**config.mk**
```make
export PLATFORM = sky130hd
export DESIGN_NAME = mips_fetch
export DESIGN_NICKNAME = d
export VERILOG_FILES = /design/src/hw/mips_pkg.sv /design/src/hw/mips_fetch.sv
export SDC_FILE = /design/constraint.sdc
export NUM_CORES = 1
export LEC_CHECK = 0
export BUFFER_PORTS_ARGS = -buffer_cell sky130_fd_sc_hd__buf_2
export CAP_MARGIN = 25
export CORE_MARGIN = 10
export CORE_UTILIZATION = 49
export DETAILED_ROUTE_END_ITERATION = 8
export HOLD_SLACK_MARGIN = 0.12
export PLACE_DENSITY_LB_ADDON = 0.3
export SLEW_MARGIN = 20
export SYNTH_ARGS = -nofsm -noshare
export SYNTH_HDL_FRONTEND = slang
export SYNTH_SLANG_ARGS = --single-unit
```
**constraint.sdc**
```tcl
create_clock -name SYS_clk -period 1.86 [get_ports SYS_clk]
set_input_delay 0.186 -clock SYS_clk [delete_from_list [all_inputs] [get_ports SYS_clk]]
set_output_delay 0.186 -clock SYS_clk [all_outputs]
set_load 0.1 [all_outputs]
```
**src/hw/mips_pkg.sv**
```systemverilog
/*
 * MIPS pipeline shared definitions
 * word and register widths, ALU operations, exception causes,
 * forwarding selects, opcode and funct encodings, reset PC
 */
package mips_pkg;

    typedef logic [31:0] word_t;       // data, address or instruction
    typedef logic [4:0]  reg_addr_t;   // register number
    typedef logic [1:0]  fwd_sel_t;    // operand source in execute

    localparam word_t RESET_PC   = 32'h0040_0000;
    localparam int    DMEM_WORDS = 64;

    typedef logic [$clog2(DMEM_WORDS)-1:0] dmem_addr_t;   // data memory word index

    typedef enum logic [2:0]
    {
        ALU_ADD,
        ALU_SUB,
        ALU_AND,
        ALU_OR,
        ALU_SLT
    } alu_op_t;

    typedef enum logic [2:0]
    {
        EXC_NONE       = 3'd0,
        EXC_ILLEGAL    = 3'd1,   // unknown opcode or funct
        EXC_OVERFLOW   = 3'd2,   // signed add/sub overflow
        EXC_MISALIGNED = 3'd3,   // lw/sw address not word aligned
        EXC_ZERO_WRITE = 3'd4    // destination is r0
    } exc_cause_t;

    localparam fwd_sel_t FWD_RF  = 2'd0;   // register file value
    localparam fwd_sel_t FWD_MEM = 2'd1;   // result leaving execute
    localparam fwd_sel_t FWD_WB  = 2'd2;   // result leaving memory

    localparam logic [5:0] OP_RTYPE = 6'h00;
    localparam logic [5:0] OP_ADDI  = 6'h08;
    localparam logic [5:0] OP_LW    = 6'h23;
    localparam logic [5:0] OP_SW    = 6'h2b;
    localparam logic [5:0] OP_BEQ   = 6'h04;
    localparam logic [5:0] OP_BNE   = 6'h05;

    localparam logic [5:0] FN_ADD = 6'h20;
    localparam logic [5:0] FN_SUB = 6'h22;
    localparam logic [5:0] FN_AND = 6'h24;
    localparam logic [5:0] FN_OR  = 6'h25;
    localparam logic [5:0] FN_SLT = 6'h2a;

endpackage

```
**src/hw/mips_fetch.sv**
```systemverilog
/*
 * Fetch stage
 * program counter, redirected by exception, then branch, then held on stall
 */
`timescale 1ns/1ps

module mips_fetch
    import mips_pkg::*;
(
    input  logic  SYS_clk,
    input  logic  SYS_reset,
    input  logic  stall,
    input  logic  branch_taken,
    input  word_t branch_target,
    input  logic  exc_flush,
    input  word_t exc_target,
    output word_t pc
);

    always_ff @(posedge SYS_clk or posedge SYS_reset)
    begin
        if (SYS_reset)
        begin
            pc <= RESET_PC;
        end
        else if (exc_flush)
        begin
            pc <= exc_target;        // resume after the faulting instruction
        end
        else if (branch_taken)
        begin
            pc <= branch_target;
        end
        else if (!stall)
        begin
            pc <= pc + 32'd4;
        end
    end

endmodule

```
# After elaboration in Yosys (flattened, before gate mapping)

Index checks and enable logic that the tools add are counted.

Register bits: 32
Input bits: 69
Output and inout port bits: 32
Logic and storage cells: 6

$add $sub $neg: 1
Multiplexer cells: 3
Eq/ne operators: 1

Operators by type and width:

| kind                    | count |
|---|---|
| $mux W32                | 3 |
| $add A32 B3 Y32 const B | 1 |
| $ne A3 B1 Y1 const B    | 1 |

# Logic depth before layout (Yosys ltp)

Depth after elaboration: 4
Depth in mapped cells: 7
Mapped depth without buffers: 6

# Worst setup path after synthesis

OpenSTA, ideal clock, no wires.

Path type: register -> register
Start: register pc[6]
End: register pc[27]
Arrival time: 2.386 ns
Setup time: 0.126 ns
Path slack: -0.652 ns
Data required time: 1.734 ns
Period minus slack after synthesis: 2.512 ns
Stages on the path, launching flop included: 7
Buffers on the path: 1
Cell sequence: dfrtp_1 > buf_2 > nand4_4 > nor4_4 > nand3_1 > xnor2_1 > a221o_1

Word-level cells in the longest chain between the ends: 4

RTL lines:

| item                   | RTL line         | source |
|---|---|---|
| from (decl)            | mips_fetch.sv:17 | `output word_t pc` |
| from (signal assigned) | mips_fetch.sv:28 | `pc <= exc_target;` |
| from (signal assigned) | mips_fetch.sv:32 | `pc <= branch_target;` |
| from (signal assigned) | mips_fetch.sv:36 | `pc <= pc + 32'd4;` |
| $add A32 B3 Y32        | mips_fetch.sv:36 |  |
| $mux W32               | mips_fetch.sv:34 | `else if (!stall)` |
| $mux W32               | mips_fetch.sv:30 | `else if (branch_taken)` |
| $mux W32               | mips_fetch.sv:26 | `else if (exc_flush)` |

Every way passes these cells. The select of a mux whose other input is x is not followed.
A chain may end at the register's enable or synchronous reset.

# Worst setup path in the final report

Start: register pc[22]
End: register pc[27]

Same word-level chain as after synthesis.

==> flow_metrics.tcl <==
set metrics [dict create \
    p_per_area_nw_per_um2 794 \
    clock-sinks 32 \
    drv_cap 0 \
    criticalPathCategory "register to register" \
    critPathSlowestCell "dfstp_4" \
    grt_pass1_vias 2783 \
    vias_per_cell 5.60 \
    drtIter0Drc 173 \
    syn-cell-area_um2 2410 \
    synth_edf_count 0 \
    clkSlewWorstSetupHoldPaths_ns 0.07 \
    io_pins 101 \
    use_met1_pct 23.7 \
    cp_data_required_time_ns 2.03 \
    antennaDiodeCount 0 \
    ff2ff_path_depth 5 \
    utilization_pct 70.7 \
    nNetsFinal 484 \
    grt_overflow 0 \
    synthesis.nets 369 \
    cts_buffer_depth 2 \
    num_vias 2701 \
    synthDistinctLibCells 51 \
    yosysSeqAreaShare_pct 33.2 \
    ys_ff_latch 32 \
    die_area_um2 8140 \
    synthFlopType "dfrtp_1" \
    layout.cells.non_filler 482 \
    finalHoldViolations 0 \
    grt_usage_pct 19.6 \
    area_growth_syn_to_layout_pct 39.2 \
    synthesis.instances 299 \
    place.port_buffers 100 \
    crit_path_start_kind "register" \
    tritoncts "done" \
    slowest_delay_ns 0.63 \
    rows 25 \
    skew_ns 0.00904 \
    hold_class "input port to register" \
    total_leakage_power_nw 1.52 \
    dr.pass1.iters 4 \
    drive_gt1_share_pct 39.8 \
    cts_setup_buffers 0 \
    cts_root_buffer "clkbuf_8" \
    slew_headroom_pct 64.0 \
    grt_max_degree 37 \
    gr-max-usage-layer "met2" \
    fmax_mhz 556 \
    finalMaxSlewViolations 0 \
    hold_depth 2 \
    pre_cts_slack_ns 0.0363 \
    die_w_um 90.2 \
    initial_utilization_pct 50.8 \
    drc 0 \
    worstMarginPinSlew_ns 0.538 \
    die_y_um 90.2 \
    cp_cell_sequence "nand3_4, nor4_4, nand3_1, xnor2_1, a221o_1" \
    ir_drop_v 0.000511 \
    htreeDepth 2 \
    ant_nets 0 \
    ys_warn_count 0 \
    clk_latency_ns 0.30 \
    async_flop_share_pct 100 \
    use_met3_pct 5.57 \
    hpwl_um 6150 \
    setup-violations-final 0 \
    gp_congestion 0.869 \
    syn_avg_cell_area_um2 8.08 \
    critPathMaxFanout 5 \
    coreArea_um2 4750 \
    reg.largest.list "pc (32)" \
    use_met2_pct 31.8 \
    largest_reg_flops 32 \
    antenna_found_initial 0 \
    rsz0062_at_grt "true" \
    numCtsBuffers 5 \
    finalWirelength_um 8150 \
    period_share_pct 96.8 \
    totalNegativeSetupSlack_ns 0 \
    grt_pass1_wl_um 13400 \
    finalCriticalPeriod_ns 1.80 \
    outcome "finished clean" \
    placedCellCount 464 \
    worst_ep_arrival_time_ns 1.97 \
    hold_ws_ns 0.143 \
    setup_ws_ns 0.0599 \
    avgRoutedWirePerCell_um 16.9 \
    regMostFlops "pc" \
    cp-end-kind "register" \
]
cell usage in the layout, fill, tap and decap left out, types with 2 or more instances in the layout:
cell type      instances
a21oi_1               34
a221oi_1               3
a22oi_1                5
a2bb2oi_1              3
and2_1                 2
and3_1                 5
and4_1                 3
buf_2                100
buf_4                 16
clkbuf_8               7
dfrtp_1                6
dfrtp_2               12
dfrtp_4               13
dlygate4sd3_1         10
inv_1                  8
mux2i_1                8
nand2_1               42
nand2b_1               3
nand3_1               11
nand3_4                2
nand3b_1               2
nand4_1                7
nor2_1                26
nor2b_1                2
nor4_4                 3
o211ai_1               2
o21ai_0               21
o21ba_2                2
o221ai_1               3
o221ai_2               2
o22ai_1                6
o31ai_1                4
xnor2_1                8
xor2_1                13
stage by stage:
| stage | total power [mW] | area [um^2] |
|---|---|---|
| final | 2.67 | 3360 |
| after global routing | 2.79 | 3360 |
| after CTS | 2.68 | 3350 |
| after detailed placement | 2.05 | 3150 |
| after global placement | 2.03 | 3150 |
| after floorplan | 1.78 | 2520 |
final timing paths:
path | startpoint | endpoint | slack [ns]
max in group asynchronous | SYS_reset | pc[2] | 0.98
min in group asynchronous | SYS_reset | pc[18] | 0.53
hold reg to reg | pc[0] | pc[0] | 0.58
hold / removal | exc_target[15] | pc[15] | 0.14
setup reg to reg | pc[22] | pc[27] | 0.06
setup / recovery | pc[22] | pc[27] | 0.06
power by group:
part | switching (mW) | internal, mW | total [mW]
Clock | 0.274 | 0.338 | 0.612
Sequential | 0.122 | 0.801 | 0.923
Combinational | 0.848 | 0.286 | 1.13
cells by family after synthesis:
kind of cell	after synthesis	synth area share, %
compound gates	91	23.7
xor+xnor	21	7.62
fa+ha+maj	1	0.518
buf+inv	27	4.51
flops	32	33.2
mux	8	3.32
simple gates	119	27.1
cell type report:
class,instances,area (um^2)
fill,391,1390
timing repair buffer,126,721
inverter,9,33.8
tap,67,83.8
sequential,32,870
multi-input combinational,240,1550
clock buffer,8,100
Yosys cell counts, types with 2 or more instances:
library cell	number	area [um^2]
xor2_1	13	114
o221ai_1	3	26.3
nor2b_1	2	12.5
a2bb2oi_1	3	26.3
o31ai_1	4	30.0
a221oi_1	3	26.3
a22oi_1	5	37.5
nand4_1	7	43.8
dfrtp_1	31	776
nand3_2	2	20.0
and4_1	3	26.3
o21ai_0	21	105
a21oi_1	34	170
inv_1	8	30.0
buf_1	5	18.8
and2_1	2	12.5
nand3b_1	2	15.0
buf_2	6	30.0
nor2_1	26	97.6
and3_1	5	31.3
nor4_4	2	42.5
o211ai_1	2	15.0
nand3_1	12	60.1
nand2b_1	3	18.8
nand2_1	42	158
o21ba_2	2	20.0
o221ai_2	2	30.0
o22ai_1	6	37.5
mux2i_1	8	80.1
clkbuf_1	7	26.3
xnor2_1	8	70.1
worst max-delay path: cells and delay by family (launching register included):
kind | cells | cell delay [ns]
compound gates | 1 | 0.30
xor+xnor | 1 | 0.14
flops | 1 | 0.63
simple gates | 3 | 0.60
metal layers:
| metal | part of all wire [%] | vias up | wire [um] |
|---|---|---|---|
| met5 | 0 | - | 0 |
| met4 | 2.2 | 0 | 176 |
| met3 | 6.6 | 13 | 537 |
| met2 | 48 | 103 | 3920 |
| met1 | 43 | 1277 | 3520 |
| li1 | - | 1308 | - |
timing repair:
| item | 4_1_cts | 5_1_grt |
|---|---|---|
| endpoints found under the hold margin | 40 | 0 |
| endpoints found under the setup margin | 0 | 5 |
| hold buffers | 10 | 0 |
| resized for setup | 0 | 2 |
Note: power is estimated with default switching activity, not from simulation.
