$ cat config.mk
export PLATFORM = sky130hd
export DESIGN_NAME = mips_writeback_flat
export DESIGN_NICKNAME = d
export VERILOG_FILES = /design/src/hw/mips_pkg.sv /design/src/hw/mips_pipe_if.sv /design/src/hw/mips_writeback.sv /design/src/flat_wrapper.sv
export SDC_FILE = /design/constraint.sdc
export NUM_CORES = 1
export LEC_CHECK = 0
export ABC_CLOCK_PERIOD_IN_PS = 800
export BUFFER_PORTS_ARGS = -buffer_cell sky130_fd_sc_hd__buf_2
export CAP_MARGIN = 20
export CORE_ASPECT_RATIO = 0.8
export CORE_UTILIZATION = 32
export CTS_BUF_LIST = sky130_fd_sc_hd__clkbuf_4 sky130_fd_sc_hd__clkbuf_8
export DETAILED_ROUTE_END_ITERATION = 16
export PLACE_DENSITY = 0.78
export SYNTH_ARGS = -nofsm -noshare
export SYNTH_HDL_FRONTEND = slang
export SYNTH_SLANG_ARGS = --single-unit
$ cat constraint.sdc
create_clock -name SYS_clk -period 0.8 [get_ports SYS_clk]
set_input_delay 0.16 -clock SYS_clk [delete_from_list [all_inputs] [get_ports SYS_clk]]
set_output_delay 0.16 -clock SYS_clk [all_outputs]
set_load 0.005 [all_outputs]
$ cat src/hw/mips_pkg.sv
/*
 * MIPS pipeline shared definitions
 * word and register widths, ALU operations, exception causes,
 * forwarding selects, opcode and funct encodings, reset PC
 */
package mips_pkg;

    typedef logic [31:0] word_t;       // data, address or instruction
    typedef logic [4:0]  reg_addr_t;   // register number
    typedef logic [1:0]  fwd_sel_t;    // operand source in execute

    localparam word_t RESET_PC   = 32'h0040_0000;
    localparam int    DMEM_WORDS = 64;

    typedef logic [$clog2(DMEM_WORDS)-1:0] dmem_addr_t;   // data memory word index

    typedef enum logic [2:0]
    {
        ALU_ADD,
        ALU_SUB,
        ALU_AND,
        ALU_OR,
        ALU_SLT
    } alu_op_t;

    typedef enum logic [2:0]
    {
        EXC_NONE       = 3'd0,
        EXC_ILLEGAL    = 3'd1,   // unknown opcode or funct
        EXC_OVERFLOW   = 3'd2,   // signed add/sub overflow
        EXC_MISALIGNED = 3'd3,   // lw/sw address not word aligned
        EXC_ZERO_WRITE = 3'd4    // destination is r0
    } exc_cause_t;

    localparam fwd_sel_t FWD_RF  = 2'd0;   // register file value
    localparam fwd_sel_t FWD_MEM = 2'd1;   // result leaving execute
    localparam fwd_sel_t FWD_WB  = 2'd2;   // result leaving memory

    localparam logic [5:0] OP_RTYPE = 6'h00;
    localparam logic [5:0] OP_ADDI  = 6'h08;
    localparam logic [5:0] OP_LW    = 6'h23;
    localparam logic [5:0] OP_SW    = 6'h2b;
    localparam logic [5:0] OP_BEQ   = 6'h04;
    localparam logic [5:0] OP_BNE   = 6'h05;

    localparam logic [5:0] FN_ADD = 6'h20;
    localparam logic [5:0] FN_SUB = 6'h22;
    localparam logic [5:0] FN_AND = 6'h24;
    localparam logic [5:0] FN_OR  = 6'h25;
    localparam logic [5:0] FN_SLT = 6'h2a;

endpackage

$ cat src/hw/mips_pipe_if.sv
/*
 * Pipeline stage interfaces
 * carry the combinational next-stage values between stages,
 * the consuming stage owns the capturing register
 */


interface mem_wb_if import mips_pkg::*; ();
    logic      valid;
    word_t     pc;
    word_t     result;
    reg_addr_t dest;
    logic      reg_write;

    modport src (output valid, pc, result, dest, reg_write);
    modport dst (input valid, pc, result, dest, reg_write);
endinterface

$ cat src/hw/mips_writeback.sv
/*
 * Writeback stage
 * MEM/WB register, register-file write and retire report
 */
`timescale 1ns/1ps

module mips_writeback
    import mips_pkg::*;
(
    input  logic      SYS_clk,
    input  logic      SYS_reset,
    mem_wb_if.dst     mem_wb,
    output logic      rf_we,
    output reg_addr_t rf_waddr,
    output word_t     rf_wdata,
    output logic      retire_valid,
    output word_t     retire_pc,
    output reg_addr_t retire_reg,
    output word_t     retire_data
);
    logic      q_we;
    word_t     q_pc;
    word_t     q_result;
    reg_addr_t q_dest;

    always_ff @(posedge SYS_clk or posedge SYS_reset)
    begin
        if (SYS_reset)
        begin
            q_we <= 1'b0;
        end
        else
        begin
            q_we <= mem_wb.valid && mem_wb.reg_write;   // stores and branches stay silent
        end
    end

    always_ff @(posedge SYS_clk)
    begin
        q_pc     <= mem_wb.pc;
        q_result <= mem_wb.result;
        q_dest   <= mem_wb.dest;
    end

    assign rf_we    = q_we;
    assign rf_waddr = q_dest;
    assign rf_wdata = q_result;

    // each register write is one retire event
    assign retire_valid = q_we;
    assign retire_pc    = q_pc;
    assign retire_reg   = q_dest;
    assign retire_data  = q_result;

endmodule

$ cat src/flat_wrapper.sv
// flat-port wrapper written by rule: the top's interface ports become plain ports
module mips_writeback_flat import mips_pkg::*;
  (SYS_clk, SYS_reset, rf_we, rf_waddr, rf_wdata, retire_valid, retire_pc, retire_reg, retire_data, mem_wb_valid, mem_wb_pc, mem_wb_result, mem_wb_dest, mem_wb_reg_write);
  mem_wb_if mem_wb_i ();
  input  logic SYS_clk;
  input  logic SYS_reset;
  output logic rf_we;
  output reg_addr_t rf_waddr;
  output word_t rf_wdata;
  output logic retire_valid;
  output word_t retire_pc;
  output reg_addr_t retire_reg;
  output word_t retire_data;
  input wire logic [$bits(mem_wb_i.valid)-1:0] mem_wb_valid;
  input wire logic [$bits(mem_wb_i.pc)-1:0] mem_wb_pc;
  input wire logic [$bits(mem_wb_i.result)-1:0] mem_wb_result;
  input wire logic [$bits(mem_wb_i.dest)-1:0] mem_wb_dest;
  input wire logic [$bits(mem_wb_i.reg_write)-1:0] mem_wb_reg_write;
  assign mem_wb_i.valid = mem_wb_valid;
  assign mem_wb_i.pc = mem_wb_pc;
  assign mem_wb_i.result = mem_wb_result;
  assign mem_wb_i.dest = mem_wb_dest;
  assign mem_wb_i.reg_write = mem_wb_reg_write;
  mips_writeback u_core (.SYS_clk(SYS_clk), .SYS_reset(SYS_reset), .mem_wb(mem_wb_i), .rf_we(rf_we), .rf_waddr(rf_waddr), .rf_wdata(rf_wdata), .retire_valid(retire_valid), .retire_pc(retire_pc), .retire_reg(retire_reg), .retire_data(retire_data));
endmodule
After elaboration in Yosys (flattened, before gate mapping)
Cells that the tools add are included.
{ "word_totals": {"regBits": 70, "latch_bits": 0, "ram_bits": 0, "rom_bits": 0, "input_bits": 73, "memories": 0} }
{ "classes": {"n_addsub": 0, "multipliers": 0, "div_mod_pow": 0, "order_cmp": 0, "eq_ne": 0, "shifts": 0, "n_mux": 0, "n_bitwise": 0, "n_reduce_logical": 1} }
{ "op_table": {"columns": ["operator", "n"], "rows": [
  ["logical AND 1 bit", 1]
]} }

Longest topological paths before layout
{ "depth": {"word_depth": 1, "mapped_depth": 1, "depth_no_buf": 1} }

Worst setup path before layout
Ideal clock, no wire load.
{ "synth_path": {"path_kind": "flip-flop to output port", "start": "register u_core.q_we, in the netlist u_core.retire_valid", "end": "output port rf_we", "arrival_ps": 498, "path_slack_ps": 142, "stages_incl_launch_ff": 2, "path_buffers": 1, "cell_sequence": "dfrtp_1 -> buf_4"} }
{ "synth_rtl": {"columns": ["item", "line", "text"], "rows": [
  ["start, declared", "mips_writeback.sv:21", "logic q_we;"],
  ["start signal, assigned", "mips_writeback.sv:34", "q_we <= mem_wb.valid && mem_wb.reg_write;"],
  ["end, declared", "flat_wrapper.sv:7", "output logic rf_we;"]
]} }
No word-level cell between the ends.

Worst setup path after layout
{ "layout_path": {"start": "register u_core.q_we, in the netlist u_core.retire_valid", "end": "output port retire_valid"} }
{ "layout_rtl": {"columns": ["item", "line", "text"], "rows": [
  ["end, declared", "flat_wrapper.sv:10", "output logic retire_valid;"]
]} }
No word-level cell between the ends.

==> results_dict.tcl <==
set metrics [dict create \
    initial_core_util 0.336 \
    grt_pass1_wl_um 7140 \
    wl_um 5440 \
    ir_worst_vdd_mv 1.50 \
    antenna_found_initial 0 \
    dp_worst_setup_slack_ns 0.175 \
    drv_cap 0 \
    tightestPinTransition_ns 0.110 \
    cp_max_fo 2 \
    rows 23 \
    crit_arrival_ns 0.82 \
    path_delay_family "flip-flops" \
    ctsLongestPathBuffers 2 \
    grt_pass1_vias 1578 \
    area_growth_pct 112 \
    p_total_mw 7.42 \
    via_count 1565 \
    place_congestion 0.759 \
    netlist.top_cell.by_area "dfxtp_1" \
    fmax_mhz 1020 \
    grt_max_degree 13 \
    die_h_um 67.2 \
    start_kind "register" \
    antenna_cells 0 \
    violations "negative setup slack" \
    async_reset_ff_frac 0.0143 \
    die_w_um 83.5 \
    dr.pass1.iters 4 \
    h-tree-depth 3 \
    cts_tree "done" \
    grt_usage 0.173 \
    netlist.area_leader.share 0.812 \
    synth_area_um2 1700 \
    cts_root_buf "clkbuf_8" \
    rsz0062_at_grt "true" \
    fin_ws_ns -0.180 \
    fin_nets 406 \
    min_period_ns 0.980 \
    drc 0 \
    syn_area_per_cell_um2 15.5 \
    synthFlopType "dfxtp_1" \
    drt_first_iter_violations 19 \
    hold_violations 0 \
    synthDistinctLibCells 5 \
    required_ns 0.64 \
    synth_nets 183 \
    end_kind "primary output" \
    synth-edff-count 0 \
    design_area_um2 3600 \
    synth_seq_area_share 0.826 \
    min_path_type "in2reg" \
    ios 181 \
    cpPeakStageDelay_ns 0.37 \
    port_buffers 180 \
    cts_num_sinks 70 \
    synth_seq_cells 70 \
    syn_inst 110 \
    pwr_density_cell_nw_per_um2 2060 \
    clk_pin_slew_ns 0.07 \
    crit_slowest_cell "dfrtp_1" \
    dp_hpwl_um 2920 \
    yosysMostFrequentCell "dfxtp_1" \
    netlist_top_cells_count "dfxtp_1, buf_4, and2_1, dfrtp_1, inv_1" \
    path_class "reg2out" \
    setup_viol 108 \
    grt_overflow_total 0 \
    avgRoutedWirePerCell_um 13.6 \
    drive_gt1_frac 0.719 \
    yosys_warnings 0 \
    cp_cell_sequence "buf_2" \
    fin_crit_sh 1.23 \
    cts_buffers 9 \
    coreArea_um2 5060 \
    critPathBufInv 1 \
    timing.final.max_slew_violations 0 \
    p_leak_nw 1.78 \
    slew_headroom 0.927 \
    dpl_cell_area_um2 2390 \
    viasPerCell 3.91 \
    synth_area_leaders "dfxtp_1, buf_4, dfrtp_1, and2_1, inv_1" \
    die_area_um2 5620 \
    status "complete, but fails checks" \
    ant_nets 0 \
]
-- kinds of logic after synthesis --
logic type,count (synthesis),share of synthesized area
simple gates,1,0.00368
buf+inv,39,0.170
flops,70,0.826
-- metrics by stage --
| stage | hold slack [ns] | util | instances | setup TNS [ns] |
|---|---|---|---|---|
| after global placement | -0.00815 | 0.473 | 314 | 0 |
| final | 0.0623 | 0.712 | 400 | -14.11 |
| after floorplan | -0.111 | - | 110 | 0 |
| after CTS | 0.0242 | 0.665 | 400 | -15.80 |
| after detailed placement | -0.00389 | 0.473 | 314 | 0 |
| after global routing | 0.0444 | 0.712 | 400 | -17.86 |
-- repair_timing --
action                                  4_1_cts  5_1_grt
pin swaps                                     0        0
hold buffers                                 70        0
endpoints found under the hold margin        70        0
buffers inserted                              0        0
endpoints found under the setup margin      108      108
gates resized for setup                      33       55
-- power breakdown --
part	switching [mW]	leakage, nW	internal [mW]
Sequential	0.0931	0.595	3.70
Clock	1.27	0.0917	1.46
Combinational	0.251	1.10	0.645
-- area by class of cell --
| class | count | area (um2) |
|---|---|---|
| clock inverters | 6 | 62.6 |
| clock buffers | 10 | 131 |
| repair buffers | 250 | 1860 |
| flip-flops and latches | 70 | 1470 |
| multi-input cells | 1 | 6.26 |
| well taps | 62 | 77.6 |
| fillers | 339 | 1460 |
| inverters | 1 | 3.75 |
-- path summary, 6_finish.rpt --
kind,startpoint,end,depth (start not counted)
max,u_core.retire_valid$_DFF_PP0_,retire_valid,1
min,mem_wb_reg_write,u_core.retire_valid$_DFF_PP0_,2
max in group asynchronous,SYS_reset,u_core.retire_valid$_DFF_PP0_,3
min in group asynchronous,SYS_reset,u_core.retire_valid$_DFF_PP0_,3
-- placed cells by master, fill, tap and decap left out --
master,count
clkbuf_8,9
dfxtp_1,22
bufinv_16,1
buf_6,41
clkinvlp_4,3
buf_2,139
dlygate4sd3_1,70
clkbuf_4,1
dfxtp_2,47
inv_1,1
clkinv_2,2
dfrtp_1,1
and2_1,1
-- per-layer routing --
metal | vias to the layer above | track usage | share of wire
met5 | - | 0 | 0
met4 | 0 | 0.0890 | 0.024
met3 | 14 | 0.0844 | 0.11
met2 | 109 | 0.319 | 0.52
met1 | 699 | 0.165 | 0.35
li1 | 743 | - | -
(Power assumes the default switching activity.)
