`src/hw/mips_pkg.sv`:
```
/*
 * MIPS pipeline shared definitions
 * word and register widths, ALU operations, exception causes,
 * forwarding selects, opcode and funct encodings, reset PC
 */
package mips_pkg;

    typedef logic [31:0] word_t;       // data, address or instruction
    typedef logic [4:0]  reg_addr_t;   // register number
    typedef logic [1:0]  fwd_sel_t;    // operand source in execute

    localparam word_t RESET_PC   = 32'h0040_0000;
    localparam int    DMEM_WORDS = 64;

    typedef logic [$clog2(DMEM_WORDS)-1:0] dmem_addr_t;   // data memory word index

    typedef enum logic [2:0]
    {
        ALU_ADD,
        ALU_SUB,
        ALU_AND,
        ALU_OR,
        ALU_SLT
    } alu_op_t;

    typedef enum logic [2:0]
    {
        EXC_NONE       = 3'd0,
        EXC_ILLEGAL    = 3'd1,   // unknown opcode or funct
        EXC_OVERFLOW   = 3'd2,   // signed add/sub overflow
        EXC_MISALIGNED = 3'd3,   // lw/sw address not word aligned
        EXC_ZERO_WRITE = 3'd4    // destination is r0
    } exc_cause_t;

    localparam fwd_sel_t FWD_RF  = 2'd0;   // register file value
    localparam fwd_sel_t FWD_MEM = 2'd1;   // result leaving execute
    localparam fwd_sel_t FWD_WB  = 2'd2;   // result leaving memory

    localparam logic [5:0] OP_RTYPE = 6'h00;
    localparam logic [5:0] OP_ADDI  = 6'h08;
    localparam logic [5:0] OP_LW    = 6'h23;
    localparam logic [5:0] OP_SW    = 6'h2b;
    localparam logic [5:0] OP_BEQ   = 6'h04;
    localparam logic [5:0] OP_BNE   = 6'h05;

    localparam logic [5:0] FN_ADD = 6'h20;
    localparam logic [5:0] FN_SUB = 6'h22;
    localparam logic [5:0] FN_AND = 6'h24;
    localparam logic [5:0] FN_OR  = 6'h25;
    localparam logic [5:0] FN_SLT = 6'h2a;

endpackage

```
`src/hw/mips_pipe_if.sv`:
```
/*
 * Pipeline stage interfaces
 * carry the combinational next-stage values between stages,
 * the consuming stage owns the capturing register
 */


interface ex_mem_if import mips_pkg::*; ();
    logic       valid;
    word_t      pc;
    word_t      alu_result;
    word_t      store_data;
    reg_addr_t  dest;
    logic       reg_write;
    logic       mem_read;
    logic       mem_write;
    exc_cause_t cause;

    modport src (output valid, pc, alu_result, store_data, dest, reg_write,
                 mem_read, mem_write, cause);
    modport dst (input valid, pc, alu_result, store_data, dest, reg_write,
                 mem_read, mem_write, cause);
endinterface

interface mem_wb_if import mips_pkg::*; ();
    logic      valid;
    word_t     pc;
    word_t     result;
    reg_addr_t dest;
    logic      reg_write;

    modport src (output valid, pc, result, dest, reg_write);
    modport dst (input valid, pc, result, dest, reg_write);
endinterface

```
`src/hw/mips_memory.sv`:
```
/*
 * Memory stage
 * EX/MEM register, 64-word data memory, exception take and redirect
 */
`timescale 1ns/1ps

module mips_memory
    import mips_pkg::*;
(
    input  logic       SYS_clk,
    input  logic       SYS_reset,
    ex_mem_if.dst      ex_mem,
    mem_wb_if.src      mem_wb,
    output logic       exc_flush,
    output word_t      exc_target,
    output logic       exc_valid,
    output exc_cause_t exc_cause,
    output word_t      exc_epc
);
    logic       q_valid;
    word_t      q_pc;
    word_t      q_alu_result;
    word_t      q_store_data;
    reg_addr_t  q_dest;
    logic       q_reg_write;
    logic       q_mem_read;
    logic       q_mem_write;
    exc_cause_t q_cause;
    word_t      dmem [DMEM_WORDS];
    dmem_addr_t dmem_idx;
    logic       fault;
    logic       dmem_we;

    always_ff @(posedge SYS_clk or posedge SYS_reset)
    begin
        if (SYS_reset)
        begin
            q_valid <= 1'b0;
        end
        else
        begin
            q_valid <= ex_mem.valid && !exc_flush;   // younger one dropped on a fault
        end
    end

    always_ff @(posedge SYS_clk)
    begin
        q_pc         <= ex_mem.pc;
        q_alu_result <= ex_mem.alu_result;
        q_store_data <= ex_mem.store_data;
        q_dest       <= ex_mem.dest;
        q_reg_write  <= ex_mem.reg_write;
        q_mem_read   <= ex_mem.mem_read;
        q_mem_write  <= ex_mem.mem_write;
        q_cause      <= ex_mem.cause;
    end

    assign fault    = q_valid && (q_cause != EXC_NONE);
    assign dmem_idx = dmem_addr_t'(q_alu_result >> 2);
    assign dmem_we  = q_valid && !fault && q_mem_write;

    always_ff @(posedge SYS_clk or posedge SYS_reset)
    begin
        if (SYS_reset)
        begin
            for (int i = 0; i < DMEM_WORDS; i++)
            begin
                dmem[i] <= '0;
            end
        end
        else if (dmem_we)
        begin
            dmem[dmem_idx] <= q_store_data;
        end
    end

    assign exc_flush  = fault;
    assign exc_valid  = fault;
    assign exc_target = q_pc + 32'd4;
    assign exc_epc    = q_pc;
    assign exc_cause  = fault ? q_cause : EXC_NONE;

    assign mem_wb.valid     = q_valid && !fault;
    assign mem_wb.pc        = q_pc;
    assign mem_wb.result    = q_mem_read ? dmem[dmem_idx] : q_alu_result;   // load reads same cycle
    assign mem_wb.dest      = q_dest;
    assign mem_wb.reg_write = q_reg_write;

endmodule

```
`src/flat_wrapper.sv`:
```
// flat-port wrapper written by rule: the top's interface ports become plain ports
module mips_memory_flat import mips_pkg::*;
  (SYS_clk, SYS_reset, exc_flush, exc_target, exc_valid, exc_cause, exc_epc, ex_mem_valid, ex_mem_pc, ex_mem_alu_result, ex_mem_store_data, ex_mem_dest, ex_mem_reg_write, ex_mem_mem_read, ex_mem_mem_write, ex_mem_cause, mem_wb_valid, mem_wb_pc, mem_wb_result, mem_wb_dest, mem_wb_reg_write);
  ex_mem_if ex_mem_i ();
  mem_wb_if mem_wb_i ();
  input  logic SYS_clk;
  input  logic SYS_reset;
  output logic exc_flush;
  output word_t exc_target;
  output logic exc_valid;
  output exc_cause_t exc_cause;
  output word_t exc_epc;
  input wire logic [$bits(ex_mem_i.valid)-1:0] ex_mem_valid;
  input wire logic [$bits(ex_mem_i.pc)-1:0] ex_mem_pc;
  input wire logic [$bits(ex_mem_i.alu_result)-1:0] ex_mem_alu_result;
  input wire logic [$bits(ex_mem_i.store_data)-1:0] ex_mem_store_data;
  input wire logic [$bits(ex_mem_i.dest)-1:0] ex_mem_dest;
  input wire logic [$bits(ex_mem_i.reg_write)-1:0] ex_mem_reg_write;
  input wire logic [$bits(ex_mem_i.mem_read)-1:0] ex_mem_mem_read;
  input wire logic [$bits(ex_mem_i.mem_write)-1:0] ex_mem_mem_write;
  input wire logic [$bits(ex_mem_i.cause)-1:0] ex_mem_cause;
  output wire logic [$bits(mem_wb_i.valid)-1:0] mem_wb_valid;
  output wire logic [$bits(mem_wb_i.pc)-1:0] mem_wb_pc;
  output wire logic [$bits(mem_wb_i.result)-1:0] mem_wb_result;
  output wire logic [$bits(mem_wb_i.dest)-1:0] mem_wb_dest;
  output wire logic [$bits(mem_wb_i.reg_write)-1:0] mem_wb_reg_write;
  assign ex_mem_i.valid = ex_mem_valid;
  assign ex_mem_i.pc = ex_mem_pc;
  assign ex_mem_i.alu_result = ex_mem_alu_result;
  assign ex_mem_i.store_data = ex_mem_store_data;
  assign ex_mem_i.dest = ex_mem_dest;
  assign ex_mem_i.reg_write = ex_mem_reg_write;
  assign ex_mem_i.mem_read = ex_mem_mem_read;
  assign ex_mem_i.mem_write = ex_mem_mem_write;
  assign ex_mem_i.cause = ex_mem_cause;
  assign mem_wb_valid = mem_wb_i.valid;
  assign mem_wb_pc = mem_wb_i.pc;
  assign mem_wb_result = mem_wb_i.result;
  assign mem_wb_dest = mem_wb_i.dest;
  assign mem_wb_reg_write = mem_wb_i.reg_write;
  mips_memory u_core (.SYS_clk(SYS_clk), .SYS_reset(SYS_reset), .ex_mem(ex_mem_i), .mem_wb(mem_wb_i), .exc_flush(exc_flush), .exc_target(exc_target), .exc_valid(exc_valid), .exc_cause(exc_cause), .exc_epc(exc_epc));
endmodule
```
`config.mk`:
```
export PLATFORM = sky130hd
export DESIGN_NAME = mips_memory_flat
export DESIGN_NICKNAME = d
export VERILOG_FILES = /design/src/hw/mips_pkg.sv /design/src/hw/mips_pipe_if.sv /design/src/hw/mips_memory.sv /design/src/flat_wrapper.sv
export SDC_FILE = /design/constraint.sdc
export NUM_CORES = 2
export LEC_CHECK = 0
export CORE_MARGIN = 10
export CORE_UTILIZATION = 64
export DETAILED_ROUTE_END_ITERATION = 10
export DONT_BUFFER_PORTS = 1
export HOLD_SLACK_MARGIN = 0.12
export PLACE_DENSITY = 0.8
export SYNTH_ARGS = -nofsm -noshare
export SYNTH_HDL_FRONTEND = slang
export SYNTH_SLANG_ARGS = --single-unit
export TNS_END_PERCENT = 5
```
`constraint.sdc`:
```
create_clock -name SYS_clk -period 93 [get_ports SYS_clk]
set_clock_uncertainty 0.1 [all_clocks]
set_input_delay 13.95 -clock SYS_clk [delete_from_list [all_inputs] [get_ports SYS_clk]]
set_output_delay 13.95 -clock SYS_clk [all_outputs]
set_load 0.05 [all_outputs]
```
# After elaboration in Yosys (flattened, before gate mapping)
# Cells that the tools add are included.
# classes
shifts,0
n_addsub,1
eq_ne,0
div,0
bitwise,1
n_mux,8
n_lt_le_gt_ge,2
mul,0
n_reduce_logical,7
# op_table
op,n
bitwise mux 2048 bit,1
binary-select mux 32 bit (select 6 bit),1
demux 32 bit (select 6 bit),1
two-way mux 32 bit,4
adder 32 x 3 -> 32 bit (second input constant),1
greater-or-equal comparator 7 bit (second input constant),1
less-than comparator 7 x 1 -> 1 bit (second input constant),1
inverter 6 -> 7 bit,1
logical AND 1 bit,5
two-way mux 3 bit,1
nonzero test 3 bit,1
logical NOT 1 bit,1
# totals
reg_bits,2156
memories,0
elab_cells,92
mem_bits_ro,0
inputBits,110
out_inout_bits,140
ram_bits,0
latchBits,0

# Depth between registers and ports, before layout
# depth
depth_word,6
mapped_depth,12
depth_no_buf,7

# Worst setup path before layout
# OpenSTA, ideal clock, no wires.
# synth_timing
path_kind,register to output
start,register u_core.q_alu_result[2]
end,output mem_wb_result[5]
n_path_buf,5
stages_incl_launch_ff,12
t_arrival_ps,2778
setup_slack_ps,76172
cell_sequence,dfxtp_1 -> buf_6 -> buf_6 -> buf_2 -> buf_4 -> buf_4 -> mux2i_1 -> o2bb2ai_1 -> nand2_1 -> a21oi_1 -> a21oi_1 -> o21ai_0
# synth_via
elab_chain_len,5
# synth_lines
item,line_no,source
"start, declared",mips_memory.sv:22,word_t q_alu_result;
"start signal, assigned",mips_memory.sv:49,q_alu_result <= ex_mem.alu_result;
inverter 6 -> 7 bit (implied by the code),mips_memory.sv:85,assign mem_wb.result = q_mem_read ? dmem[dmem_idx] : q_alu_result;
binary-select mux 32 bit (select 6 bit),mips_memory.sv:85,
two-way mux 32 bit (implied by the code) (2 in series),mips_memory.sv:85,
two-way mux 32 bit,mips_memory.sv:85,
"end, declared",flat_wrapper.sv:24,output wire logic [$bits(mem_wb_i.result)-1:0] mem_wb_result;
# No other way between the ends. The select of a mux whose other input is x is not followed.

# Worst setup path in the final report
# layout_timing
start,register u_core.q_alu_result[4]
end,output mem_wb_result[14]
# The elaborated chain is that of the path after synthesis.

==> results.md <==
- Status: completed
- Post-synth top area cell: dfrtp_1
- Worst slack, placed: 73.71 ns
- Worst slew pin tran: 1.40 ns
- CP max stage delay: 0.94 ns
- Vias/cell: between 7 and 8
- Power Dens Cells: roughly 19 nW/um^2
- Post-synth EDFFs: 0
- Max-slew violation count: 0
- Top cell type's share of synthesized area: 53.3%
- CTS Hold Buffers Added: 0
- Final Cell Area: 104000 um^2
- Arrival time at the worst endpoint: between 6 and 7 ns
- Final worst-path cycle share: 22.0%
- Rel. slew slack: 6.52%
- FF+latch count, synth: about 2200
- Fin Setup TNS: 0 ns
- Largest net degree at the start of global routing: between 150 and 200
- CTS Buf Count: 212
- Longest Clk Path Bufs: 3
- Reg-to-Reg End: u_core.dmem[1133]$_DFFE_PP0P_
- Layout cells sized above 1: 45.1%
- VDD IR max: 0.0000205 V
- Clock power share: 44.7%
- Initial antenna violation count: 16
- Kind of critical path: flop to output port
- WHS Endpoint: u_core.dmem[1798]$_DFFE_PP0P_
- Multi-input logic area: between 30000 and 40000 um^2
- Worst path top cell family by delay: buffers and inverters
- Fill cells: ~10000
- Worst reg-to-reg path cell count: 8
- Internal Power: 1480 uW
- Crit. Startpoint: u_core.q_alu_result[4]$_DFF_P_
- Final hold vios: 0
- Synth Flop Type: dfrtp_1
- Die Span Y: 408 um
- Drt pass-1 iters: 9
- Iter 0 DRT Violations: slightly below 10000
- Sw power: approximately 480 uW
- Total of warnings raised by yosys: 0
- Met2 WL: 138000 um
- Met1 wire length: 118000 um
- Netlist cell types: a little under 70
- Static leakage: a little over 0.05 uW
- F_max: 0.0489 GHz
- Overflow after GRT: 0
- CP dominant cell by count: buf_4
- Logic pwr share: 5.7%
- CP bufs+invs: 4
- Clock-pin slew on the worst setup and hold paths: 0.06 ns
- Gpl congestion: between 0.8 and 0.9
- Clock root buffer master: clkbuf_16
- Kind of start point of the critical path: flop
- Vias: 64530
- RSZ-0062 raised after global routing: false
- H-tree depth: 4
- Hpwl dp: about 180000 um
- WP data required: 78.95 ns
- IO Pins: 250
- Initial Util: between 60% and 70%
- Final Power: 1960 uW
- Maxcap violations: 0
- Cell Area, Synth: 96200 um^2
- Die area: 166000 um^2
- Crit-path cells: buf_12 -> buf_4 -> buf_4 -> nor2b_4 -> buf_4 -> a221o_1 -> a21oi_1 -> a2111oi_0 -> a41oi_2
- CP max stage cell: nor2b_4
- CORE AREA: 150000 um^2
- Fin nets: around 6600
- Residual DRC: 0
- Flop-to-flop setup slack: 87.06 ns
- Hold_ws: between 0.3 and 0.4 ns
- Register area share after synthesis: a little under three fifths
- CP Max Fanout: 102
- First-pass GRT wire length: approximately 460000 um
- Post-CTS setup buffers: 0
- DRT antenna net count: 0
- Sequential group share of total power: 49.6%
- Syn_nets: around 7000
- Synth top cells by count: mux2_2, dfrtp_1, clkbuf_1
- Post-Synthesis Cells: around 7000
- Hold Path Cell Cnt: 1
- Total GRT Usage: 37.7%
- Asr flop ratio synth: 95.0%
- Drt wl/cell: 37.0 um
- Syn Area/Cell: 14.1 um^2
- Rows: 142
- Met3 WL: 41000 um
- Hold Crit Class: flop to flop
- Source of the worst hold timing path: u_core.dmem[1798]$_DFFE_PP0P_
- Layout area overhead: 8.42%
- Final setup viols: 0
- Top sig layer: met5
- Fin crit period: approximately 20 ns
- Wirelength, routed: 321000 um
- Clock Latency Late Sink: 0.87 ns
- # clock sinks: 2156
- Setup crit end kind: output port
- Ranking of synthesized cells by area: dfrtp_1, mux2_2, mux4_2
- Worst Setup Slack, final: between 70 and 80 ns
- Sw frac: 24.4%
- Area post-placement: 97200 um^2
- Vias in the first global route: 64999
- R2r startpoint: u_core.q_alu_result[4]$_DFF_P_
- Most common cell in the netlist: mux2_2
- Port bufs: 0
- Post-CTS Resized: 0
- Seq. cell area: between 50000 and 60000 um^2
- Die X: 408 um
- CTS tree: yes
[cells in the final DEF, fill, tap and decap left out, types with 16 or more instances in the layout]
cell type  synthesis  layout
buf_4             70     151
clkinv_2           0      36
nand2_4            1      20
and3_1            16      16
o32a_1            20      20
clkbuf_16          0     217
a22o_1            46      46
mux2_1            18      18
o21ai_0          105     104
mux2_2          2196    2196
a221oi_1         237     237
dfrtp_1         2049    2049
dfxtp_2            0      32
o22ai_1           84      84
nand2_2            0      45
mux4_2           153     153
dfxtp_1          107      71
clkbuf_8           0      55
a22oi_1          140     140
nand3_1           38      38
xnor2_1           21      21
mux2i_1          199     199
clkbuf_1         302      67
a21oi_1          104     104
nor2_1           121     109
a221o_1           39      39
nand2_1          192     128
o221ai_1          16      16
[routing by layer]
layer | GRT usage [%] | up-vias
met2 | 54.3 | 4791
met5 | 0.402 | -
li1 | - | 24653
met4 | 23.5 | 12
met3 | 12.7 | 1250
met1 | 49.3 | 33824
[sequential cells by signal, summed over array words and instances (netlist names)]
signal / cells
u_core.q_valid: 1
u_core.q_mem_read: 1
u_core.exc_epc: 32
u_core.mem_wb.dest: 5
u_core.q_mem_write: 1
u_core.q_cause: 3
u_core.mem_wb.reg_write: 1
u_core.q_store_data: 32
u_core.q_alu_result: 32
u_core.dmem: 2048
[worst max path at each step]
| stage | slack, ns | cells past startpoint | endpoint |
|---|---|---|---|
| floorplan | 21.07 | 1 | u_core.dmem[0]$_DFFE_PP0P_ |
| finish | 72.56 | 9 | mem_wb_result[14] |
| global route | 72.62 | 9 | mem_wb_result[5] |
| detailed placement | 73.71 | 6 | u_core.dmem[1449]$_DFFE_PP0P_ |
| global placement | 73.80 | 9 | mem_wb_result[14] |
| CTS | 72.86 | 9 | mem_wb_result[14] |
[worst register-to-register path: stages, from the launching register on]
cell	delay [ns]
dfxtp_4	0.40
buf_12	0.51
buf_4	0.78
buf_4	0.76
nand2b_1	0.71
nor3_4	0.79
nand2_2	0.81
buf_4	0.61
mux2_2	0.35
[power by group through the flow]
stage	sequential (uW)	clock (uW)	combinational, uW
detailed placement	989	0	108
finish	973	875	111
floorplan	978	0	83.1
global route	974	917	115
global placement	988	0	107
CTS	972	877	109
[area by class of cell]
cell class	instances	area share, %
flip-flops and latches	2156	51.2
multi-input cells	3937	38.3
clock buffers	339	6.17
well taps	2016	2.42
repair buffers	157	1.20
clock inverters	62	0.641
inverters	7	0.0432
diodes	10	0.0240
[metrics by stage]
stage	utilization (%)	cells
after floorplan	-	6844
after global placement	65.0	8273
after detailed placement	65.0	8273
after global routing	69.7	8678
final	69.8	8684
after CTS	69.7	8674
[cell families after synthesis]
logic type	share of synthesized area [%]
xor+xnor	0.255
fa+ha+maj	0.0130
compound gates	7.11
buf+inv	3.51
simple gates	2.05
flops	55.5
mux	31.6
(Power assumes the default switching activity.)
