File: src/hw/mips_pkg.sv
/*
 * MIPS pipeline shared definitions
 * word and register widths, ALU operations, exception causes,
 * forwarding selects, opcode and funct encodings, reset PC
 */
package mips_pkg;

    typedef logic [31:0] word_t;       // data, address or instruction
    typedef logic [4:0]  reg_addr_t;   // register number
    typedef logic [1:0]  fwd_sel_t;    // operand source in execute

    localparam word_t RESET_PC   = 32'h0040_0000;
    localparam int    DMEM_WORDS = 64;

    typedef logic [$clog2(DMEM_WORDS)-1:0] dmem_addr_t;   // data memory word index

    typedef enum logic [2:0]
    {
        ALU_ADD,
        ALU_SUB,
        ALU_AND,
        ALU_OR,
        ALU_SLT
    } alu_op_t;

    typedef enum logic [2:0]
    {
        EXC_NONE       = 3'd0,
        EXC_ILLEGAL    = 3'd1,   // unknown opcode or funct
        EXC_OVERFLOW   = 3'd2,   // signed add/sub overflow
        EXC_MISALIGNED = 3'd3,   // lw/sw address not word aligned
        EXC_ZERO_WRITE = 3'd4    // destination is r0
    } exc_cause_t;

    localparam fwd_sel_t FWD_RF  = 2'd0;   // register file value
    localparam fwd_sel_t FWD_MEM = 2'd1;   // result leaving execute
    localparam fwd_sel_t FWD_WB  = 2'd2;   // result leaving memory

    localparam logic [5:0] OP_RTYPE = 6'h00;
    localparam logic [5:0] OP_ADDI  = 6'h08;
    localparam logic [5:0] OP_LW    = 6'h23;
    localparam logic [5:0] OP_SW    = 6'h2b;
    localparam logic [5:0] OP_BEQ   = 6'h04;
    localparam logic [5:0] OP_BNE   = 6'h05;

    localparam logic [5:0] FN_ADD = 6'h20;
    localparam logic [5:0] FN_SUB = 6'h22;
    localparam logic [5:0] FN_AND = 6'h24;
    localparam logic [5:0] FN_OR  = 6'h25;
    localparam logic [5:0] FN_SLT = 6'h2a;

endpackage

File: src/hw/mips_pipe_if.sv
/*
 * Pipeline stage interfaces
 * carry the combinational next-stage values between stages,
 * the consuming stage owns the capturing register
 */
`timescale 1ns/1ps

interface id_ex_if import mips_pkg::*; ();
    logic       valid;
    word_t      pc;
    reg_addr_t  rs;
    reg_addr_t  rt;
    word_t      rs_val;
    word_t      rt_val;
    word_t      imm;        // sign extended
    reg_addr_t  dest;
    alu_op_t    alu_op;
    logic       use_imm;
    logic       reg_write;
    logic       mem_read;
    logic       mem_write;
    logic       is_beq;
    logic       is_bne;
    exc_cause_t cause;

    modport src (output valid, pc, rs, rt, rs_val, rt_val, imm, dest, alu_op, use_imm,
                 reg_write, mem_read, mem_write, is_beq, is_bne, cause);
    modport dst (input valid, pc, rs, rt, rs_val, rt_val, imm, dest, alu_op, use_imm,
                 reg_write, mem_read, mem_write, is_beq, is_bne, cause);
endinterface

interface ex_mem_if import mips_pkg::*; ();
    logic       valid;
    word_t      pc;
    word_t      alu_result;
    word_t      store_data;
    reg_addr_t  dest;
    logic       reg_write;
    logic       mem_read;
    logic       mem_write;
    exc_cause_t cause;

    modport src (output valid, pc, alu_result, store_data, dest, reg_write,
                 mem_read, mem_write, cause);
    modport dst (input valid, pc, alu_result, store_data, dest, reg_write,
                 mem_read, mem_write, cause);
endinterface

interface mem_wb_if import mips_pkg::*; ();
    logic      valid;
    word_t     pc;
    word_t     result;
    reg_addr_t dest;
    logic      reg_write;

    modport src (output valid, pc, result, dest, reg_write);
    modport dst (input valid, pc, result, dest, reg_write);
endinterface

File: src/hw/mips_hazard.sv
/*
 * Hazard unit
 * load-use stall and operand forwarding selects for the instruction
 * about to enter execute
 */
`timescale 1ns/1ps

module mips_hazard
    import mips_pkg::*;
(
    id_ex_if.dst      id_ex,
    ex_mem_if.dst     ex_mem,
    mem_wb_if.dst     mem_wb,
    input  reg_addr_t fetched_rs,
    input  reg_addr_t fetched_rt,
    output logic      stall,
    output fwd_sel_t  fwd_a,
    output fwd_sel_t  fwd_b
);
    logic mem_fwd;
    logic wb_fwd;

    // load in execute, its data is not ready for the instruction in decode
    assign stall = ex_mem.valid && ex_mem.mem_read && ex_mem.dest != '0 &&
                   (ex_mem.dest == fetched_rs || ex_mem.dest == fetched_rt);

    assign mem_fwd = ex_mem.valid && ex_mem.reg_write && !ex_mem.mem_read &&
                     ex_mem.dest != '0;
    assign wb_fwd  = mem_wb.valid && mem_wb.reg_write && mem_wb.dest != '0;

    // younger producer wins
    assign fwd_a = (mem_fwd && ex_mem.dest == id_ex.rs) ? FWD_MEM :
                   (wb_fwd && mem_wb.dest == id_ex.rs)  ? FWD_WB  : FWD_RF;
    assign fwd_b = (mem_fwd && ex_mem.dest == id_ex.rt) ? FWD_MEM :
                   (wb_fwd && mem_wb.dest == id_ex.rt)  ? FWD_WB  : FWD_RF;

endmodule

File: src/flat_wrapper.sv
// flat-port wrapper written by rule: the top's interface ports become plain ports
module mips_hazard_flat import mips_pkg::*;
  (fetched_rs, fetched_rt, stall, fwd_a, fwd_b, id_ex_valid, id_ex_pc, id_ex_rs, id_ex_rt, id_ex_rs_val, id_ex_rt_val, id_ex_imm, id_ex_dest, id_ex_alu_op, id_ex_use_imm, id_ex_reg_write, id_ex_mem_read, id_ex_mem_write, id_ex_is_beq, id_ex_is_bne, id_ex_cause, ex_mem_valid, ex_mem_pc, ex_mem_alu_result, ex_mem_store_data, ex_mem_dest, ex_mem_reg_write, ex_mem_mem_read, ex_mem_mem_write, ex_mem_cause, mem_wb_valid, mem_wb_pc, mem_wb_result, mem_wb_dest, mem_wb_reg_write);
  id_ex_if id_ex_i ();
  ex_mem_if ex_mem_i ();
  mem_wb_if mem_wb_i ();
  input  reg_addr_t fetched_rs;
  input  reg_addr_t fetched_rt;
  output logic stall;
  output fwd_sel_t fwd_a;
  output fwd_sel_t fwd_b;
  input wire logic [$bits(id_ex_i.valid)-1:0] id_ex_valid;
  input wire logic [$bits(id_ex_i.pc)-1:0] id_ex_pc;
  input wire logic [$bits(id_ex_i.rs)-1:0] id_ex_rs;
  input wire logic [$bits(id_ex_i.rt)-1:0] id_ex_rt;
  input wire logic [$bits(id_ex_i.rs_val)-1:0] id_ex_rs_val;
  input wire logic [$bits(id_ex_i.rt_val)-1:0] id_ex_rt_val;
  input wire logic [$bits(id_ex_i.imm)-1:0] id_ex_imm;
  input wire logic [$bits(id_ex_i.dest)-1:0] id_ex_dest;
  input wire logic [$bits(id_ex_i.alu_op)-1:0] id_ex_alu_op;
  input wire logic [$bits(id_ex_i.use_imm)-1:0] id_ex_use_imm;
  input wire logic [$bits(id_ex_i.reg_write)-1:0] id_ex_reg_write;
  input wire logic [$bits(id_ex_i.mem_read)-1:0] id_ex_mem_read;
  input wire logic [$bits(id_ex_i.mem_write)-1:0] id_ex_mem_write;
  input wire logic [$bits(id_ex_i.is_beq)-1:0] id_ex_is_beq;
  input wire logic [$bits(id_ex_i.is_bne)-1:0] id_ex_is_bne;
  input wire logic [$bits(id_ex_i.cause)-1:0] id_ex_cause;
  input wire logic [$bits(ex_mem_i.valid)-1:0] ex_mem_valid;
  input wire logic [$bits(ex_mem_i.pc)-1:0] ex_mem_pc;
  input wire logic [$bits(ex_mem_i.alu_result)-1:0] ex_mem_alu_result;
  input wire logic [$bits(ex_mem_i.store_data)-1:0] ex_mem_store_data;
  input wire logic [$bits(ex_mem_i.dest)-1:0] ex_mem_dest;
  input wire logic [$bits(ex_mem_i.reg_write)-1:0] ex_mem_reg_write;
  input wire logic [$bits(ex_mem_i.mem_read)-1:0] ex_mem_mem_read;
  input wire logic [$bits(ex_mem_i.mem_write)-1:0] ex_mem_mem_write;
  input wire logic [$bits(ex_mem_i.cause)-1:0] ex_mem_cause;
  input wire logic [$bits(mem_wb_i.valid)-1:0] mem_wb_valid;
  input wire logic [$bits(mem_wb_i.pc)-1:0] mem_wb_pc;
  input wire logic [$bits(mem_wb_i.result)-1:0] mem_wb_result;
  input wire logic [$bits(mem_wb_i.dest)-1:0] mem_wb_dest;
  input wire logic [$bits(mem_wb_i.reg_write)-1:0] mem_wb_reg_write;
  assign id_ex_i.valid = id_ex_valid;
  assign id_ex_i.pc = id_ex_pc;
  assign id_ex_i.rs = id_ex_rs;
  assign id_ex_i.rt = id_ex_rt;
  assign id_ex_i.rs_val = id_ex_rs_val;
  assign id_ex_i.rt_val = id_ex_rt_val;
  assign id_ex_i.imm = id_ex_imm;
  assign id_ex_i.dest = id_ex_dest;
  assign id_ex_i.alu_op = id_ex_alu_op;
  assign id_ex_i.use_imm = id_ex_use_imm;
  assign id_ex_i.reg_write = id_ex_reg_write;
  assign id_ex_i.mem_read = id_ex_mem_read;
  assign id_ex_i.mem_write = id_ex_mem_write;
  assign id_ex_i.is_beq = id_ex_is_beq;
  assign id_ex_i.is_bne = id_ex_is_bne;
  assign id_ex_i.cause = id_ex_cause;
  assign ex_mem_i.valid = ex_mem_valid;
  assign ex_mem_i.pc = ex_mem_pc;
  assign ex_mem_i.alu_result = ex_mem_alu_result;
  assign ex_mem_i.store_data = ex_mem_store_data;
  assign ex_mem_i.dest = ex_mem_dest;
  assign ex_mem_i.reg_write = ex_mem_reg_write;
  assign ex_mem_i.mem_read = ex_mem_mem_read;
  assign ex_mem_i.mem_write = ex_mem_mem_write;
  assign ex_mem_i.cause = ex_mem_cause;
  assign mem_wb_i.valid = mem_wb_valid;
  assign mem_wb_i.pc = mem_wb_pc;
  assign mem_wb_i.result = mem_wb_result;
  assign mem_wb_i.dest = mem_wb_dest;
  assign mem_wb_i.reg_write = mem_wb_reg_write;
  mips_hazard u_core (.id_ex(id_ex_i), .ex_mem(ex_mem_i), .mem_wb(mem_wb_i), .fetched_rs(fetched_rs), .fetched_rt(fetched_rt), .stall(stall), .fwd_a(fwd_a), .fwd_b(fwd_b));
endmodule
File: config.mk
export PLATFORM = sky130hd
export DESIGN_NAME = mips_hazard_flat
export DESIGN_NICKNAME = d
export VERILOG_FILES = /design/src/hw/mips_pkg.sv /design/src/hw/mips_pipe_if.sv /design/src/hw/mips_hazard.sv /design/src/flat_wrapper.sv
export SDC_FILE = /design/constraint.sdc
export NUM_CORES = 1
export LEC_CHECK = 0
export ABC_AREA = 1
export BUFFER_PORTS_ARGS = -buffer_cell sky130_fd_sc_hd__buf_2
export CORE_AREA = 2 2 136 138
export DETAILED_ROUTE_END_ITERATION = 10
export DIE_AREA = 0 0 138 140
export PLACE_DENSITY_LB_ADDON = 0.2
export SYNTH_ARGS = -nofsm -noshare
export SYNTH_HDL_FRONTEND = slang
export SYNTH_SLANG_ARGS = --single-unit
File: constraint.sdc
create_clock -name vclk -period 1.8
set_input_delay 0.45 -clock vclk [all_inputs]
set_output_delay 0.45 -clock vclk [all_outputs]
set_load 0.01 [all_outputs]
# Word-level counts from Yosys, hierarchy flattened
# Index checks and enable logic that the tools add are counted.
dict set report word_totals {
  register_bits 0
  out_inout_bits 5
  elab_cells 26
}
dict set report op_classes {
  n_eq_ne 6
  muxes 4
  n_reduce_logical 16
}
# operator n
set op_table {}
lappend op_table {{equality test 5 bit} 6}
lappend op_table {{logical AND 1 bit} 12}
lappend op_table {{nonzero test 5 bit} 2}
lappend op_table {{two-way mux 2 bit} 4}
lappend op_table {{zero test 1 bit} 1}
lappend op_table {{logical OR 1 bit} 1}

# Depth between registers and ports, before layout
dict set report depth {
  word_depth 5
  ltp_mapped 7
}

# Least setup slack after synthesis
# OpenSTA, ideal clock, no wires.
dict set report synth_timing {
  kind {input to output}
  startpoint {input ex_mem_dest[2]}
  endpoint {output fwd_b[1]}
  arrival_ns 1.168
  slack_ns 0.182
  cell_stages 6
  n_path_buf 1
  cell_sequence {clkbuf_8 > nor3_2 > nand3_1 > nand2_1 > nor2_2 > nor2_1}
}
dict set report synth_via {
  elab_chain_cells 4
  word_cells_on_any_way 5
  classes_between {1 x eq/ne; 1 x mux; 3 x reduce/logical}
}
# item line
set synth_lines {}
lappend synth_lines {{start, declared} flat_wrapper.sv:32} ;# input wire logic [$bits(ex_mem_i.dest)-1:0] ex_mem_dest;
lappend synth_lines {{nonzero test 5 bit} mips_hazard.sv:28} ;# ex_mem.dest != '0;
lappend synth_lines {{logical AND 1 bit} mips_hazard.sv:27} ;# assign mem_fwd = ex_mem.valid && ex_mem.reg_write && !ex_mem.mem_read &&
lappend synth_lines {{logical AND 1 bit *} mips_hazard.sv:34} ;# assign fwd_b = (mem_fwd && ex_mem.dest == id_ex.rt) ? FWD_MEM :
lappend synth_lines {{two-way mux 2 bit *} mips_hazard.sv:34}
lappend synth_lines {{end, declared} flat_wrapper.sv:11} ;# output fwd_sel_t fwd_b;
# Mark *: on every way between the ends. The rest lies on a longest branch, timed or not.

# Final worst setup path
dict set report layout_timing {
  startpoint {input ex_mem_dest[4]}
  endpoint {output fwd_a[1]}
}
dict set report layout_via {
  elab_chain_cells 4
  word_cells_on_any_way 5
  classes_between {1 x eq/ne; 1 x mux; 3 x reduce/logical}
}
# item line
set layout_lines {}
lappend layout_lines {{nonzero test 5 bit} mips_hazard.sv:28}
lappend layout_lines {{logical AND 1 bit} mips_hazard.sv:27}
lappend layout_lines {{logical AND 1 bit *} mips_hazard.sv:32} ;# assign fwd_a = (mem_fwd && ex_mem.dest == id_ex.rs) ? FWD_MEM :
lappend layout_lines {{two-way mux 2 bit *} mips_hazard.sv:32}
lappend layout_lines {{end, declared} flat_wrapper.sv:10} ;# output fwd_sel_t fwd_a;
# Marks and branches as above.

==> flow_metrics.tcl <==
set metrics [dict create \
    internal_power_mw 0.120 \
    die_x_microns 138 \
    grt_max_degree 6 \
    grt_util_met2_pct 6.15 \
    grt_util_met1_pct 4.21 \
    antenna_left 0 \
    sw_frac_of_total_pct 52.9 \
    dp.cells 407 \
    power_mw 0.255 \
    irDropWorstVdd_mv 0.0514 \
    worstMarginPinSlew_ns 0.251 \
    final_cell_count_no_fill 409 \
    ys_warn_count 0 \
    design.die.area_sq_mm 0.0193 \
    fin_crit_ns 1.78 \
    slew_headroom_pct 83.2 \
    syn_to_final_growth_pct 143 \
    flops_and_latches 0 \
    synthTopCellsByArea "nand2_1 41%, inv_1 15%, nor2_1 10%" \
    slew_viol_final 0 \
    overflow 0 \
    synth_cells 131 \
    syn_nets 476 \
    netlist_area_sq_um 578 \
    yosys.area.top_type "nand2_1" \
    grt_pass1_vias 912 \
    p_switching_mw 0.135 \
    num_io_pins 350 \
    grt.total_usage_pct 3.44 \
    drc_errors 0 \
    arrival_ns 1.33 \
    ys_seq_area_share_pct 0 \
    wl_mm 3.43 \
    status "finished, final reports clean" \
    viasPerCell 2.17 \
    drtIter0Drc 54 \
    power.clock.fraction_pct 0 \
    fp.dieH_microns 140 \
    dp_hpwl_mm 3.11 \
    comb_power_share_pct 100.0 \
    endpoint_kind "output port" \
    p_seq_share_pct 0 \
    io_buffers 40 \
    required_ns 1.35 \
    synth_top_area_share_pct 40.9 \
    fp.coreArea_sq_mm 0.0178 \
    syn_avg_cell_area_sq_um 4.41 \
    initial_core_util_pct 3.25 \
    dr_total_vias 889 \
    timing.final.crit_share_pct 98.9 \
    top_usage_layer "met2" \
    firstDrtPassIters 4 \
    crit_start "ex_mem_dest[4]" \
    setup_viol 0 \
    cp_max_fo 5 \
    hold_path_depth 4 \
    min_path_type "in -> out" \
    worstSetupPathType "in -> out" \
    grt_antenna_before_repair 2 \
    nClkBuffers 0 \
    drive_gt1_share_pct 53.1 \
    critPathLaunchType "primary input" \
    finalHoldViolCount 0 \
    hold_start "ex_mem_valid" \
    max_cap_violations 0 \
    layout.nets 526 \
    ys_types 12 \
    num_rows 49 \
    seq_area_sq_um 0 \
    cellPowerDensity_mw_per_mm2 181 \
    p_leak_nw 0.661 \
    gp_congestion 0.611 \
    wl_per_cell_microns 8.38 \
    grt_setup_unrepaired "yes" \
    grt_pass1_wl_mm 5.24 \
    fmax_ghz 0.562 \
    use_met3_pct 1.26 \
]
-- cell families (layout without fill, tap and decap cells) --
kind of cell | count (synthesis) | in the layout | synth area share, %
and+or+nand+nor | 94 | 94 | 66.2
xor gates and xnor gates | 9 | 9 | 13.6
buffers and inverters | 27 | 75 | 19.3
other | 0 | 1 | 0
AOI/OAI and AO/OA | 1 | 1 | 0.865
-- final timing paths --
check	end	slack [ns]
worst max-delay path	fwd_a[1]	0.02
worst min-delay path	stall	1.26
-- repair_timing --
item | 4_1_cts | 5_1_grt
pin swaps | 12 | 26
resized for setup | 28 | 54
hold buffers | 0 | 0
endpoints found under the setup margin | 5 | 5
setup buffers | 1 | 0
-- cell type report --
type / count / area (sq um)
antenna: 1 / 2.50
fill: 2102 / 16400
inverter: 26 / 105
multi-input combinational: 104 / 639
tap: 229 / 287
timing repair buffer: 49 / 370
-- placed cells by master, fill, tap and decap left out --
master / netlist / layout
xnor2_1: 4 / 2
inv_4: 0 / 1
diode_2: 0 / 1
nand4_1: 2 / 2
a21oi_4: 0 / 1
inv_6: 0 / 1
inv_2: 3 / 5
nand2_4: 0 / 2
nor2_1: 16 / 10
buf_2: 0 / 30
xnor2_2: 0 / 2
inv_1: 23 / 19
nand3_1: 9 / 3
buf_6: 0 / 10
buf_12: 0 / 2
nand2_1: 63 / 43
nand3_2: 0 / 6
nor3_4: 0 / 1
nand2_2: 0 / 18
buf_8: 0 / 2
nor2_4: 0 / 7
nor2_2: 3 / 2
buf_4: 0 / 5
xor2_1: 5 / 5
-- cells in the mapped netlist, drive strengths merged --
cell	count
xnor2	4
nand4	2
nor3	1
xor2	5
nand3	9
inv	26
nand2	63
a21oi	1
clkbuf	1
nor2	19
-- through the flow --
step	util, %	instance area, sq um	hold WS (ns)	setup WS, ns	setup TNS, ns
after floorplan	-	578	1.02	0.182	0
after global placement	6.25	1110	1.32	-0.196	-0.764
after detailed placement	6.25	1110	1.33	-0.207	-0.798
after CTS	6.78	1210	1.31	-0.0518	-0.134
after global routing	7.90	1400	1.29	-0.0469	-0.0857
final	7.90	1400	1.26	0.0203	0
-- worst max-delay path, stage by stage --
cell and delay, ns:
buf_8 0.11, buf_6 0.11, nand2_2 0.06, nand2_2 0.06
nor2_4 0.11, nand3_2 0.10, nor2_4 0.14, nor2_2 0.05
buf_2 0.13
-- power by group through the flow --
stage	Clock, mW	Combinational (mW)	Sequential, mW
after floorplan	0	0.0861	0
after global placement	0	0.186	0
after detailed placement	0	0.185	0
after CTS	0	0.209	0
after global routing	0.0000000743	0.288	0
final	0.0000000743	0.255	0
-- per-layer routing --
layer / part of all wire [%] / up-vias
met5: 0.38 / -
met4: 0 / 2
met3: 7.7 / 2
met1: 45 / 379
li1: - / 483
met2: 47 / 23
Note: power is estimated with default switching activity, not from simulation.
